--- config.mk ---
export PLATFORM = sky130hd
export DESIGN_NAME = cfg_collector_top
export DESIGN_NICKNAME = d
export VERILOG_FILES = /design/src/design/cfg_collect_pkg.sv /design/src/design/program_word_filter.sv /design/src/design/collect_fsm.sv /design/src/design/slot_counter.sv /design/src/design/record_assembler.sv /design/src/design/cfg_record_fifo.sv /design/src/design/cfg_collector_top.sv
export SDC_FILE = /design/constraint.sdc
export NUM_CORES = 1
export LEC_CHECK = 0
export BUFFER_PORTS_ARGS = -buffer_cell sky130_fd_sc_hd__buf_4
export CORE_MARGIN = 2
export CORE_UTILIZATION = 55
export CTS_CLUSTER_DIAMETER = 120
export DETAILED_ROUTE_END_ITERATION = 10
export HOLD_SLACK_MARGIN = 0.12
export PLACE_DENSITY_LB_ADDON = 0.15
export SYNTH_ARGS = -nofsm -noshare
export SYNTH_HDL_FRONTEND = slang
export SYNTH_SLANG_ARGS = --single-unit
export TNS_END_PERCENT = 50
--- constraint.sdc ---
create_clock -name ap_clk -period 15.5 [get_ports ap_clk]
set_input_delay 2.325 -clock ap_clk [delete_from_list [all_inputs] [get_ports ap_clk]]
set_output_delay 2.325 -clock ap_clk [all_outputs]
set_load 0.01 [all_outputs]
--- src/design/cfg_collect_pkg.sv ---
// ------------------------------
// Widths, sizes and encodings shared by the config collector
// FIFO_DEPTH must be a power of two
// ------------------------------
`default_nettype none

package cfg_collect_pkg;

    // Response word and offset
    localparam int WORD_W   = 32;
    localparam int OFFSET_W = 16;
    localparam int CMD_W    = 2;

    // One record is SEQ_LEN words, one per slot
    localparam int SEQ_LEN = 8;
    localparam int SLOT_W  = 3;

    // Record storage
    localparam int FIFO_DEPTH = 4;
    localparam int PTR_W      = $clog2(FIFO_DEPTH);

    // Narrow fields
    localparam int FLAGS_W = 5;
    localparam int GRAN_W  = 31;

    // Packed record: flags, five wide words, granularity, direction, cmd
    localparam int REC_W = FLAGS_W + 5 * WORD_W + GRAN_W + 1 + CMD_W;

    typedef enum logic [CMD_W-1:0] {
        CMD_INVALID     = 2'd0,
        CMD_MEM_READ    = 2'd1,
        CMD_MEM_WRITE   = 2'd2,
        CMD_MEM_PROGRAM = 2'd3
    } mem_cmd_t;

    typedef enum logic [1:0] {
        ST_IDLE    = 2'd0,
        ST_COLLECT = 2'd1,
        ST_EMIT    = 2'd2
    } collect_state_t;

    // Slot index doubles as the field opcode
    typedef enum logic [SLOT_W-1:0] {
        SLOT_FLAGS       = 3'd0,
        SLOT_INDEX_START = 3'd1,
        SLOT_INDEX_END   = 3'd2,
        SLOT_STRIDE      = 3'd3,
        SLOT_GRANULARITY = 3'd4,
        SLOT_CMD         = 3'd5,
        SLOT_ARRAY_SIZE  = 3'd6,
        SLOT_CONST_VALUE = 3'd7
    } cfg_slot_t;

endpackage : cfg_collect_pkg

`default_nettype wire

--- src/design/program_word_filter.sv ---
// ------------------------------
// Offsets arrive as word indices, no address shift
// Window is SEQ_BASE up to SEQ_BASE + SEQ_LEN - 1, no wrap past the top
// ------------------------------
`timescale 1ns/1ps
`default_nettype none

module program_word_filter
    import cfg_collect_pkg::*;
#(
    parameter logic [OFFSET_W-1:0] SEQ_BASE = '0
) (
    input  logic                ap_clk,
    input  logic                rst_n,
    input  logic                resp_valid,
    input  mem_cmd_t            resp_cmd,
    input  logic [OFFSET_W-1:0] resp_offset,
    input  logic [WORD_W-1:0]   resp_data,
    output logic                word_hit,
    output logic                word_at_base,
    output logic [WORD_W-1:0]   word_data
);

    // One extra bit so a window near the top of the range does not overflow
    logic [OFFSET_W:0] offset_ext;
    logic [OFFSET_W:0] win_lo;
    logic [OFFSET_W:0] win_hi;
    logic              in_window;

    assign offset_ext = {1'b0, resp_offset};
    assign win_lo     = {1'b0, SEQ_BASE};
    assign win_hi     = win_lo + (OFFSET_W+1)'(SEQ_LEN);
    assign in_window  = (offset_ext >= win_lo) && (offset_ext < win_hi);

    always_ff @(posedge ap_clk or negedge rst_n) begin
        if (!rst_n) begin
            word_hit     <= 1'b0;
            word_at_base <= 1'b0;
        end else begin
            word_hit     <= resp_valid && (resp_cmd == CMD_MEM_PROGRAM) && in_window;
            word_at_base <= (resp_offset == SEQ_BASE);
        end
    end

    always_ff @(posedge ap_clk) begin
        word_data <= resp_data;
    end

endmodule : program_word_filter

`default_nettype wire

--- src/design/collect_fsm.sv ---
// ------------------------------
// A record starts only on a hit at the window base
// Hits seen while waiting to emit are dropped
// ------------------------------
`timescale 1ns/1ps
`default_nettype none

module collect_fsm
    import cfg_collect_pkg::*;
(
    input  logic ap_clk,
    input  logic rst_n,
    input  logic word_hit,
    input  logic word_at_base,
    input  logic last_slot,
    input  logic full,
    output logic capture,
    output logic push
);

    collect_state_t state;
    collect_state_t state_nxt;

    // Capture is same-cycle with the hit
    always_comb begin
        capture = 1'b0;
        push    = 1'b0;
        case (state)
            ST_IDLE:    capture = word_hit && word_at_base;
            ST_COLLECT: capture = word_hit;
            ST_EMIT:    push    = !full;
            default:    capture = 1'b0;
        endcase
    end

    always_comb begin
        state_nxt = state;
        case (state)
            ST_IDLE: begin
                if (capture) begin
                    state_nxt = ST_COLLECT;
                end
            end
            ST_COLLECT: begin
                if (capture && last_slot) begin
                    state_nxt = ST_EMIT;
                end
            end
            ST_EMIT: begin
                // Hold here until the FIFO has room
                if (push) begin
                    state_nxt = ST_IDLE;
                end
            end
            default: state_nxt = ST_IDLE;
        endcase
    end

    always_ff @(posedge ap_clk or negedge rst_n) begin
        if (!rst_n) begin
            state <= ST_IDLE;
        end else begin
            state <= state_nxt;
        end
    end

endmodule : collect_fsm

`default_nettype wire

--- src/design/slot_counter.sv ---
// ------------------------------
// Position of the next word within a record
// ------------------------------
`timescale 1ns/1ps
`default_nettype none

module slot_counter
    import cfg_collect_pkg::*;
(
    input  logic              ap_clk,
    input  logic              rst_n,
    input  logic              capture,
    input  logic              clear,
    output logic [SLOT_W-1:0] slot,
    output logic              last_slot
);

    assign last_slot = (slot == SLOT_W'(SEQ_LEN - 1));

    always_ff @(posedge ap_clk or negedge rst_n) begin
        if (!rst_n) begin
            slot <= '0;
        end else if (clear) begin
            slot <= '0;
        end else if (capture) begin
            // Wraps back to slot 0 after the last word
            slot <= slot + 1'b1;
        end
    end

endmodule : slot_counter

`default_nettype wire

--- src/design/record_assembler.sv ---
// ------------------------------
// Fields keep their value until their slot is written again
// ------------------------------
`timescale 1ns/1ps
`default_nettype none

module record_assembler
    import cfg_collect_pkg::*;
(
    input  logic               ap_clk,
    input  logic               rst_n,
    input  logic               capture,
    input  cfg_slot_t          slot,
    input  logic [WORD_W-1:0]  word_data,
    output logic [FLAGS_W-1:0] flags,
    output logic [WORD_W-1:0]  index_start,
    output logic [WORD_W-1:0]  index_end,
    output logic [WORD_W-1:0]  stride,
    output logic [GRAN_W-1:0]  granularity,
    output logic               direction,
    output mem_cmd_t           cmd,
    output logic [WORD_W-1:0]  array_size,
    output logic [WORD_W-1:0]  const_value
);

    always_ff @(posedge ap_clk or negedge rst_n) begin
        if (!rst_n) begin
            flags       <= '0;
            index_start <= '0;
            index_end   <= '0;
            stride      <= '0;
            granularity <= '0;
            direction   <= 1'b0;
            cmd         <= CMD_INVALID;
            array_size  <= '0;
            const_value <= '0;
        end else if (capture) begin
            case (slot)
                // Bits 0 to 4 hold increment, decrement, mode seq, mode buffer, mode counter
                SLOT_FLAGS:       flags       <= word_data[FLAGS_W-1:0];
                SLOT_INDEX_START: index_start <= word_data;
                SLOT_INDEX_END:   index_end   <= word_data;
                SLOT_STRIDE:      stride      <= word_data;
                SLOT_GRANULARITY: begin
                    granularity <= word_data[GRAN_W-1:0];
                    direction   <= word_data[WORD_W-1];
                end
                SLOT_CMD:         cmd         <= mem_cmd_t'(word_data[CMD_W-1:0]);
                SLOT_ARRAY_SIZE:  array_size  <= word_data;
                SLOT_CONST_VALUE: const_value <= word_data;
            endcase
        end
    end

endmodule : record_assembler

`default_nettype wire

--- src/design/cfg_record_fifo.sv ---
// ------------------------------
// Fall-through head, valid when not_empty is high
// Head fields are undefined while empty
// ------------------------------
`timescale 1ns/1ps
`default_nettype none

module cfg_record_fifo
    import cfg_collect_pkg::*;
(
    input  logic               ap_clk,
    input  logic               rst_n,
    input  logic               push,
    input  logic               pop,
    input  logic [FLAGS_W-1:0] rec_flags,
    input  logic [WORD_W-1:0]  rec_index_start,
    input  logic [WORD_W-1:0]  rec_index_end,
    input  logic [WORD_W-1:0]  rec_stride,
    input  logic [GRAN_W-1:0]  rec_granularity,
    input  logic               rec_direction,
    input  mem_cmd_t           rec_cmd,
    input  logic [WORD_W-1:0]  rec_array_size,
    input  logic [WORD_W-1:0]  rec_const_value,
    output logic [FLAGS_W-1:0] head_flags,
    output logic [WORD_W-1:0]  head_index_start,
    output logic [WORD_W-1:0]  head_index_end,
    output logic [WORD_W-1:0]  head_stride,
    output logic [GRAN_W-1:0]  head_granularity,
    output logic               head_direction,
    output mem_cmd_t           head_cmd,
    output logic [WORD_W-1:0]  head_array_size,
    output logic [WORD_W-1:0]  head_const_value,
    output logic               not_empty,
    output logic               full
);

    logic [REC_W-1:0] mem [FIFO_DEPTH];
    logic [REC_W-1:0] wr_rec;
    logic [REC_W-1:0] head_rec;
    logic [CMD_W-1:0] head_cmd_bits;
    logic [PTR_W-1:0] wr_ptr;
    logic [PTR_W-1:0] rd_ptr;
    logic [PTR_W:0]   count;
    logic             wr_en;
    logic             rd_en;

    assign not_empty = (count != '0);
    assign full      = (count == (PTR_W+1)'(FIFO_DEPTH));
    assign wr_en     = push && !full;
    assign rd_en     = pop && not_empty;

    // ------------------------------
    // Pack and unpack
    // ------------------------------
    assign wr_rec = {rec_flags, rec_index_start, rec_index_end, rec_stride, rec_granularity,
                     rec_direction, rec_cmd, rec_array_size, rec_const_value};

    assign head_rec = mem[rd_ptr];
    assign {head_flags, head_index_start, head_index_end, head_stride, head_granularity,
            head_direction, head_cmd_bits, head_array_size, head_const_value} = head_rec;
    assign head_cmd = mem_cmd_t'(head_cmd_bits);

    always_ff @(posedge ap_clk) begin
        if (wr_en) begin
            mem[wr_ptr] <= wr_rec;
        end
    end

    // Pointers wrap naturally with a power-of-two depth
    always_ff @(posedge ap_clk or negedge rst_n) begin
        if (!rst_n) begin
            wr_ptr <= '0;
            rd_ptr <= '0;
            count  <= '0;
        end else begin
            if (wr_en) begin
                wr_ptr <= wr_ptr + 1'b1;
            end
            if (rd_en) begin
                rd_ptr <= rd_ptr + 1'b1;
            end
            if (wr_en && !rd_en) begin
                count <= count + 1'b1;
            end else if (rd_en && !wr_en) begin
                count <= count - 1'b1;
            end
        end
    end

endmodule : cfg_record_fifo

`default_nettype wire

--- src/design/cfg_collector_top.sv ---
// ------------------------------
// Config collector for one engine
// cfg_rd pops the head while cfg_valid is high, otherwise ignored
// ------------------------------
`timescale 1ns/1ps
`default_nettype none

module cfg_collector_top
    import cfg_collect_pkg::*;
#(
    parameter logic [OFFSET_W-1:0] SEQ_BASE = '0
) (
    input  logic                ap_clk,
    input  logic                rst_n,
    input  logic                resp_valid,
    input  mem_cmd_t            resp_cmd,
    input  logic [OFFSET_W-1:0] resp_offset,
    input  logic [WORD_W-1:0]   resp_data,
    input  logic                cfg_rd,
    output logic                cfg_valid,
    output logic                cfg_full,
    output logic [FLAGS_W-1:0]  cfg_flags,
    output logic [WORD_W-1:0]   cfg_index_start,
    output logic [WORD_W-1:0]   cfg_index_end,
    output logic [WORD_W-1:0]   cfg_stride,
    output logic [GRAN_W-1:0]   cfg_granularity,
    output logic                cfg_direction,
    output mem_cmd_t            cfg_cmd,
    output logic [WORD_W-1:0]   cfg_array_size,
    output logic [WORD_W-1:0]   cfg_const_value
);

    logic               word_hit;
    logic               word_at_base;
    logic [WORD_W-1:0]  word_data;
    logic [SLOT_W-1:0]  slot;
    logic               last_slot;
    logic               capture;
    logic               push;
    logic               full;
    logic [FLAGS_W-1:0] rec_flags;
    logic [WORD_W-1:0]  rec_index_start;
    logic [WORD_W-1:0]  rec_index_end;
    logic [WORD_W-1:0]  rec_stride;
    logic [GRAN_W-1:0]  rec_granularity;
    logic               rec_direction;
    mem_cmd_t           rec_cmd;
    logic [WORD_W-1:0]  rec_array_size;
    logic [WORD_W-1:0]  rec_const_value;

    program_word_filter #(
        .SEQ_BASE(SEQ_BASE)
    ) u_filter (
        .ap_clk      (ap_clk),
        .rst_n       (rst_n),
        .resp_valid  (resp_valid),
        .resp_cmd    (resp_cmd),
        .resp_offset (resp_offset),
        .resp_data   (resp_data),
        .word_hit    (word_hit),
        .word_at_base(word_at_base),
        .word_data   (word_data)
    );

    collect_fsm u_fsm (
        .ap_clk      (ap_clk),
        .rst_n       (rst_n),
        .word_hit    (word_hit),
        .word_at_base(word_at_base),
        .last_slot   (last_slot),
        .full        (full),
        .capture     (capture),
        .push        (push)
    );

    // Counter restarts once the record leaves for the FIFO
    slot_counter u_slot_counter (
        .ap_clk   (ap_clk),
        .rst_n    (rst_n),
        .capture  (capture),
        .clear    (push),
        .slot     (slot),
        .last_slot(last_slot)
    );

    record_assembler u_assembler (
        .ap_clk     (ap_clk),
        .rst_n      (rst_n),
        .capture    (capture),
        .slot       (cfg_slot_t'(slot)),
        .word_data  (word_data),
        .flags      (rec_flags),
        .index_start(rec_index_start),
        .index_end  (rec_index_end),
        .stride     (rec_stride),
        .granularity(rec_granularity),
        .direction  (rec_direction),
        .cmd        (rec_cmd),
        .array_size (rec_array_size),
        .const_value(rec_const_value)
    );

    cfg_record_fifo u_fifo (
        .ap_clk          (ap_clk),
        .rst_n           (rst_n),
        .push            (push),
        .pop             (cfg_rd),
        .rec_flags       (rec_flags),
        .rec_index_start (rec_index_start),
        .rec_index_end   (rec_index_end),
        .rec_stride      (rec_stride),
        .rec_granularity (rec_granularity),
        .rec_direction   (rec_direction),
        .rec_cmd         (rec_cmd),
        .rec_array_size  (rec_array_size),
        .rec_const_value (rec_const_value),
        .head_flags      (cfg_flags),
        .head_index_start(cfg_index_start),
        .head_index_end  (cfg_index_end),
        .head_stride     (cfg_stride),
        .head_granularity(cfg_granularity),
        .head_direction  (cfg_direction),
        .head_cmd        (cfg_cmd),
        .head_array_size (cfg_array_size),
        .head_const_value(cfg_const_value),
        .not_empty       (cfg_valid),
        .full            (full)
    );

    assign cfg_full = full;

endmodule : cfg_collector_top

`default_nettype wire

# Word level (Yosys, flattened, before mapping)
# Memories as Yosys holds them, arrays and structs flattened.
# Cells that the tools add are included.
dict set report op_classes {
  n_addsub 5
  order_cmp 2
  eq_ne 14
  n_mux 12
  reduce_logical 27
}
# cell n
set op_table {}
lappend op_table {{$ge 16x1->1 const B} 1}
lappend op_table {{$logic_not 16->1} 1}
lappend op_table {{$lt 16x4->1 const B} 1}
lappend op_table {{$reduce_and 2->1} 8}
lappend op_table {{$eq 3x3->1 const B} 5}
lappend op_table {{$mux 3} 4}
lappend op_table {{$logic_and 1x1->1} 9}
lappend op_table {{$add 3x1->3 const B} 2}
lappend op_table {{$eq 3x2->1 const B} 2}
lappend op_table {{$mux 2} 3}
lappend op_table {{$ne 2x1->1 const B} 3}
lappend op_table {{$pmux 2 s3} 1}
lappend op_table {{$add 2x1->2 const B} 2}
lappend op_table {{$eq 2x2->1 const B} 2}
lappend op_table {{$reduce_bool 2->1} 2}
lappend op_table {{$eq 3x1->1 const B} 1}
lappend op_table {{$logic_not 1->1} 3}
lappend op_table {{$logic_not 3->1} 1}
lappend op_table {{$mux 1} 3}
lappend op_table {{$reduce_and 3->1} 1}
lappend op_table {{$reduce_bool 3->1} 1}
lappend op_table {{$sub 3x1->3 const B} 1}
lappend op_table {{$eq 2x1->1 const B} 1}
lappend op_table {{$logic_not 2->1} 1}
lappend op_table {{$pmux 1 s2} 1}
dict set report totals {
  regBits 245
  ramBits 796
  input_bits 54
  mem_count 1
}
# memory depth word_bits rd rd_clocked_by_memory_dff write_ports line_no
set mem_list {}
lappend mem_list {u_fifo.mem 4 199 1 0 1 cfg_record_fifo.sv:37} ;# logic [REC_W-1:0] mem [FIFO_DEPTH];

# Depth between registers and ports, before layout
dict set report logic_depth {
  word_depth 8
  mapped_depth 9
  mapped_depth_nobuf 8
}

# Hierarchy
# A second synthesis with hierarchy kept.
dict set report hier_totals {
  cells_unflattened 1569
  area_unflattened_um2 37875.1
}
# module instances cells_each area_per_inst_um2
set by_module_without_submodules {}
lappend by_module_without_submodules {cfg_record_fifo 1 1075 29343.1}
lappend by_module_without_submodules {record_assembler 1 430 7502.2}
lappend by_module_without_submodules {program_word_filter 1 42 774.5}
lappend by_module_without_submodules {slot_counter 1 11 140.1}
lappend by_module_without_submodules {collect_fsm 1 11 115.1}

# Worst setup path after synthesis
# No wires, ideal clock.
dict set report synth_timing {
  kind {flip-flop to flip-flop}
  startpoint {register u_fsm.state[1]}
  endpoint {memory u_fifo.mem[0][0] in the netlist's numbering, enable pin}
  setup_ns 0.584
  arrival_time_ns 5.543
  required_ns 14.916
  slack_ns 9.373
  stages_incl_launch_ff 5
  n_path_buf 1
  path_cell_list {dfrtp_1 -> inv_2 -> buf_4 -> nor3_4 -> and2_1}
}
dict set report synth_via {
  elab_chain_cells 5
}
# element line_no
set synth_rtl {}
lappend synth_rtl {{start: declaration} collect_fsm.sv:21} ;# collect_state_t state;
lappend synth_rtl {{start signal: assignment} collect_fsm.sv:63} ;# state <= state_nxt;
lappend synth_rtl {{$eq 2x2->1} collect_fsm.sv:28} ;# case (state)
lappend synth_rtl {{$mux 1} collect_fsm.sv:28}
lappend synth_rtl {{$logic_and 1x1->1} cfg_record_fifo.sv:49} ;# assign wr_en = push && !full;
lappend synth_rtl {{via u_fifo.wr_en} cfg_record_fifo.sv:44} ;# logic wr_en;
lappend synth_rtl {{$mux 1} cfg_record_fifo.sv:64} ;# if (wr_en) begin
lappend synth_rtl {{$mux 1 (not written as such)} cfg_record_fifo.sv:65} ;# mem[wr_ptr] <= wr_rec;
lappend synth_rtl {{end: declaration} cfg_record_fifo.sv:37}
# The timed path passes the listed nets, and every way through them passes these cells.

# Worst setup path in the final report
dict set report layout_timing {
  startpoint {register u_fifo.rd_ptr[0]}
  endpoint {output cfg_const_value[1]}
}
dict set report layout_via {
  elab_chain_cells 1
}
# element line_no
set layout_rtl {}
lappend layout_rtl {{start: declaration} cfg_record_fifo.sv:42} ;# logic [PTR_W-1:0] rd_ptr;
lappend layout_rtl {{start signal: assignment} cfg_record_fifo.sv:80} ;# rd_ptr <= rd_ptr + 1'b1;
lappend layout_rtl {{$mem_v2 4x199} --}
lappend layout_rtl {{end: declaration} cfg_collector_top.sv:30} ;# output logic [WORD_W-1:0] cfg_const_value
# No other way between the ends.

==> flow_summary.json <==
{
  "relSlewSlack_pct": 23.9,
  "r2r_start": "u_fsm.state[1]",
  "synth-xor-area-share_pct": 0.138,
  "syn_area_per_cell_um2": 24.1,
  "max_cap_viol_count": 0,
  "htreeDepth": 3,
  "setup_viol": 0,
  "area_growth_syn_to_layout_pct": 16.8,
  "synth.yosys.seq_area_share_pct": 78.6,
  "die_x_um": 267,
  "viasPerCell": 5.81,
  "ir_drop_v": 0.0000929,
  "final_cell_mix": "edfxtp_1, buf_4, dfrtp_1, mux4_2, mux2_4",
  "layout-drive-gt1-share_pct": 42.6,
  "gp_congestion": 0.745,
  "antenna_found_initial": 2,
  "reg2reg_slack_ps": 11730,
  "dieArea_mm2": 0.0712,
  "arrival_ps": 3860,
  "cp_max_fo": 87,
  "grt_usage_pct": 22.2,
  "drc_errors": 0,
  "synth_top_cell_by_area": "edfxtp_1",
  "crit-reg2reg-capture": "u_fifo.mem[3][102]",
  "outcome": "finished, final reports clean",
  "wl_per_cell_um": 26.9,
  "crit_type": "flip-flop to primary output",
  "start_util_pct": 55.5,
  "io_buffers": 254,
  "async_flop_share_pct": 20.5,
  "ys_seq_elements": 1041,
  "synth_adder_area_share_pct": 0.415,
  "grt_pass1_vias": 17500,
  "cts_tree": "built",
  "placementRows": 96,
  "drt_iter0_drc": 1333,
  "grt_pass1_wl_um": 115000,
  "yosysUniqueCellTypes": 39,
  "fmax_mhz": 162,
  "fp.dieH_um": 267,
  "final_common_cell": "edfxtp_1",
  "synth-compound-area-share_pct": 0.181,
  "routed_wl_um": 77200,
  "rsz0062_at_grt": "false",
  "syn_nets": 1646,
  "p_total_mw": 5.59,
  "drt_first_pass_iters": 5,
  "hold_start": "u_fifo.count[2]",
  "core_mm2": 0.0685,
  "clock_path_buffers": 3,
  "grt_max_degree": 110,
  "power_leakage_nw": 14.5,
  "finalInstanceArea_mm2": 0.0444,
  "cp-end-kind": "primary output",
  "cts.clk_slew.worst_paths_ps": 60,
  "yosys.area.top_type_share_pct": 62.9,
  "clock-root-buffer": "clkbuf_16",
  "synth_top_family_by_area": "multiplexers",
  "cts_resized": 0,
  "fin_crit_sh_pct": 39.9,
  "hp-class": "flip-flop to flip-flop",
  "grt_overflow": 0,
  "p_per_area_mw_per_mm2": 126,
  "post_cts_buffers": 0,
  "dp_hpwl_um": 43600,
  "synthSimpleGateAreaFrac_pct": 0.566,
  "finalHoldViolations": 0,
  "skew_ps": 16.4,
  "synth_mux_area_share_pct": 18.9,
  "worstPathRequired_ps": 13180,
  "nNetsFinal": 1959,
  "cts_hold_buf": 0,
  "vias": 16700,
  "synth_ff_type": "edfxtp_1",
  "hold_path_end": "u_fifo.count[2]",
  "hold_ws_ps": 502,
  "tightestPinTransition_ps": 1140,
  "ios": 255,
  "holdPathStages": 1,
  "ff2ff_path_depth": 5,
  "netlist_area_mm2": 0.0380,
  "slew_violations": 0,
  "clk_latency_ps": 650,
  "tns_ps": 0,
  "dpl-instance-area_mm2": 0.0408,
  "numCtsBuffers": 104,
  "synth-edff-count": 796,
  "critPathLaunchType": "flip-flop",
  "synth_cells": 1580,
  "clock-sinks": 1041,
  "min_period_ps": 6190,
  "synthTopCellsByArea": "edfxtp_1, dfrtp_1, mux4_2",
  "yosysWarningCount": 0,
  "final_antenna_net_count": 0
}
## how the worst max path moves through the flow
stage	from	to	slack, ps	cells past startpoint
CTS	u_fifo.rd_ptr[0]	cfg_const_value[1]	9120	4
global placement	u_fifo.rd_ptr[0]	cfg_const_value[1]	9820	4
floorplan	u_fsm.state[1]	u_fifo.mem[0][0]	9370	4
finish	u_fifo.rd_ptr[0]	cfg_const_value[1]	9310	4
detailed placement	u_fifo.rd_ptr[0]	cfg_stride[1]	9800	4
global route	u_fifo.rd_ptr[0]	cfg_const_value[1]	8950	4
## power breakdown
group | total (mW) | internal [mW] | switching [mW]
registers | 2.99 | 2.97 | 0.0141
logic | 0.0249 | 0.00986 | 0.0150
clock network | 2.58 | 1.54 | 1.04
total | 5.59 | 4.53 | 1.06
## cell type report
cell class              count  area, µm²
inverters                   7       26.3
well taps                 882       1100
repair buffers            277       2100
clock buffers             136       2910
fillers                  4522      24100
multi-input cells         462       7700
diodes                      1       2.50
flip-flops and latches   1041      29900
clock inverters            62        688
## state kept, by name, indices dropped and copies added (netlist names), 3 cells and up
signal and count:
u_assembler.granularity 31, u_assembler.flags 5, u_fifo.count 3, u_assembler.index_end 32, u_assembler.const_value 32, u_assembler.index_start 32
u_fifo.mem 796, u_slot_counter.slot 3, u_assembler.array_size 32, u_assembler.stride 32, u_filter.word_data 32
## critical path: stages, from the launching register on
cell,delay [ps]
dfrtp_4,800
buf_4,830
buf_12,540
mux4_2,620
buf_4,160
## metrics by stage
step	std cells	setup WS [ps]	utilization, %
finish	2868	9310	64.9
global placement	2669	9820	59.6
floorplan	1580	9370	-
global route	2868	8950	64.9
detailed placement	2669	9800	59.6
CTS	2867	9120	64.9
## Yosys cell counts, types with 2 or more instances
cell	instances
and4_4	2
mux4_2	199
or3_1	2
nand4_1	2
mux2_4	118
buf_2	29
clkbuf_1	18
o21ai_0	3
xor2_1	2
ha_1	11
dfxtp_1	32
buf_1	5
nand3_1	4
a21oi_1	3
xnor2_1	4
mux2_1	19
nand2_1	5
mux2_2	64
nor4_1	3
nor2_1	4
inv_1	6
edfxtp_1	796
nor3_1	2
and2_1	4
dfrtp_1	213
buf_6	17
## cell families (layout without fill, tap and decap cells)
kind of cell / Yosys count / after routing
DFF: 1041 / 1041
xor gates and xnor gates: 6 / 6
AOI/OAI and AO/OA: 10 / 10
other: 0 / 1
and+or+nand+nor: 34 / 34
buffers and inverters: 77 / 482
muxes: 400 / 400
adders and majority gates: 12 / 12
## routing by layer
metal	track usage (%)	up-vias	share of wire (%)
met2	35.7	477	50
met3	3.87	91	4.9
met1	31.7	8995	43
li1	-	7108	-
met4	6.23	2	2.0
met5	0	-	0.010
No activity file was read; power rests on OpenSTA's default activity.
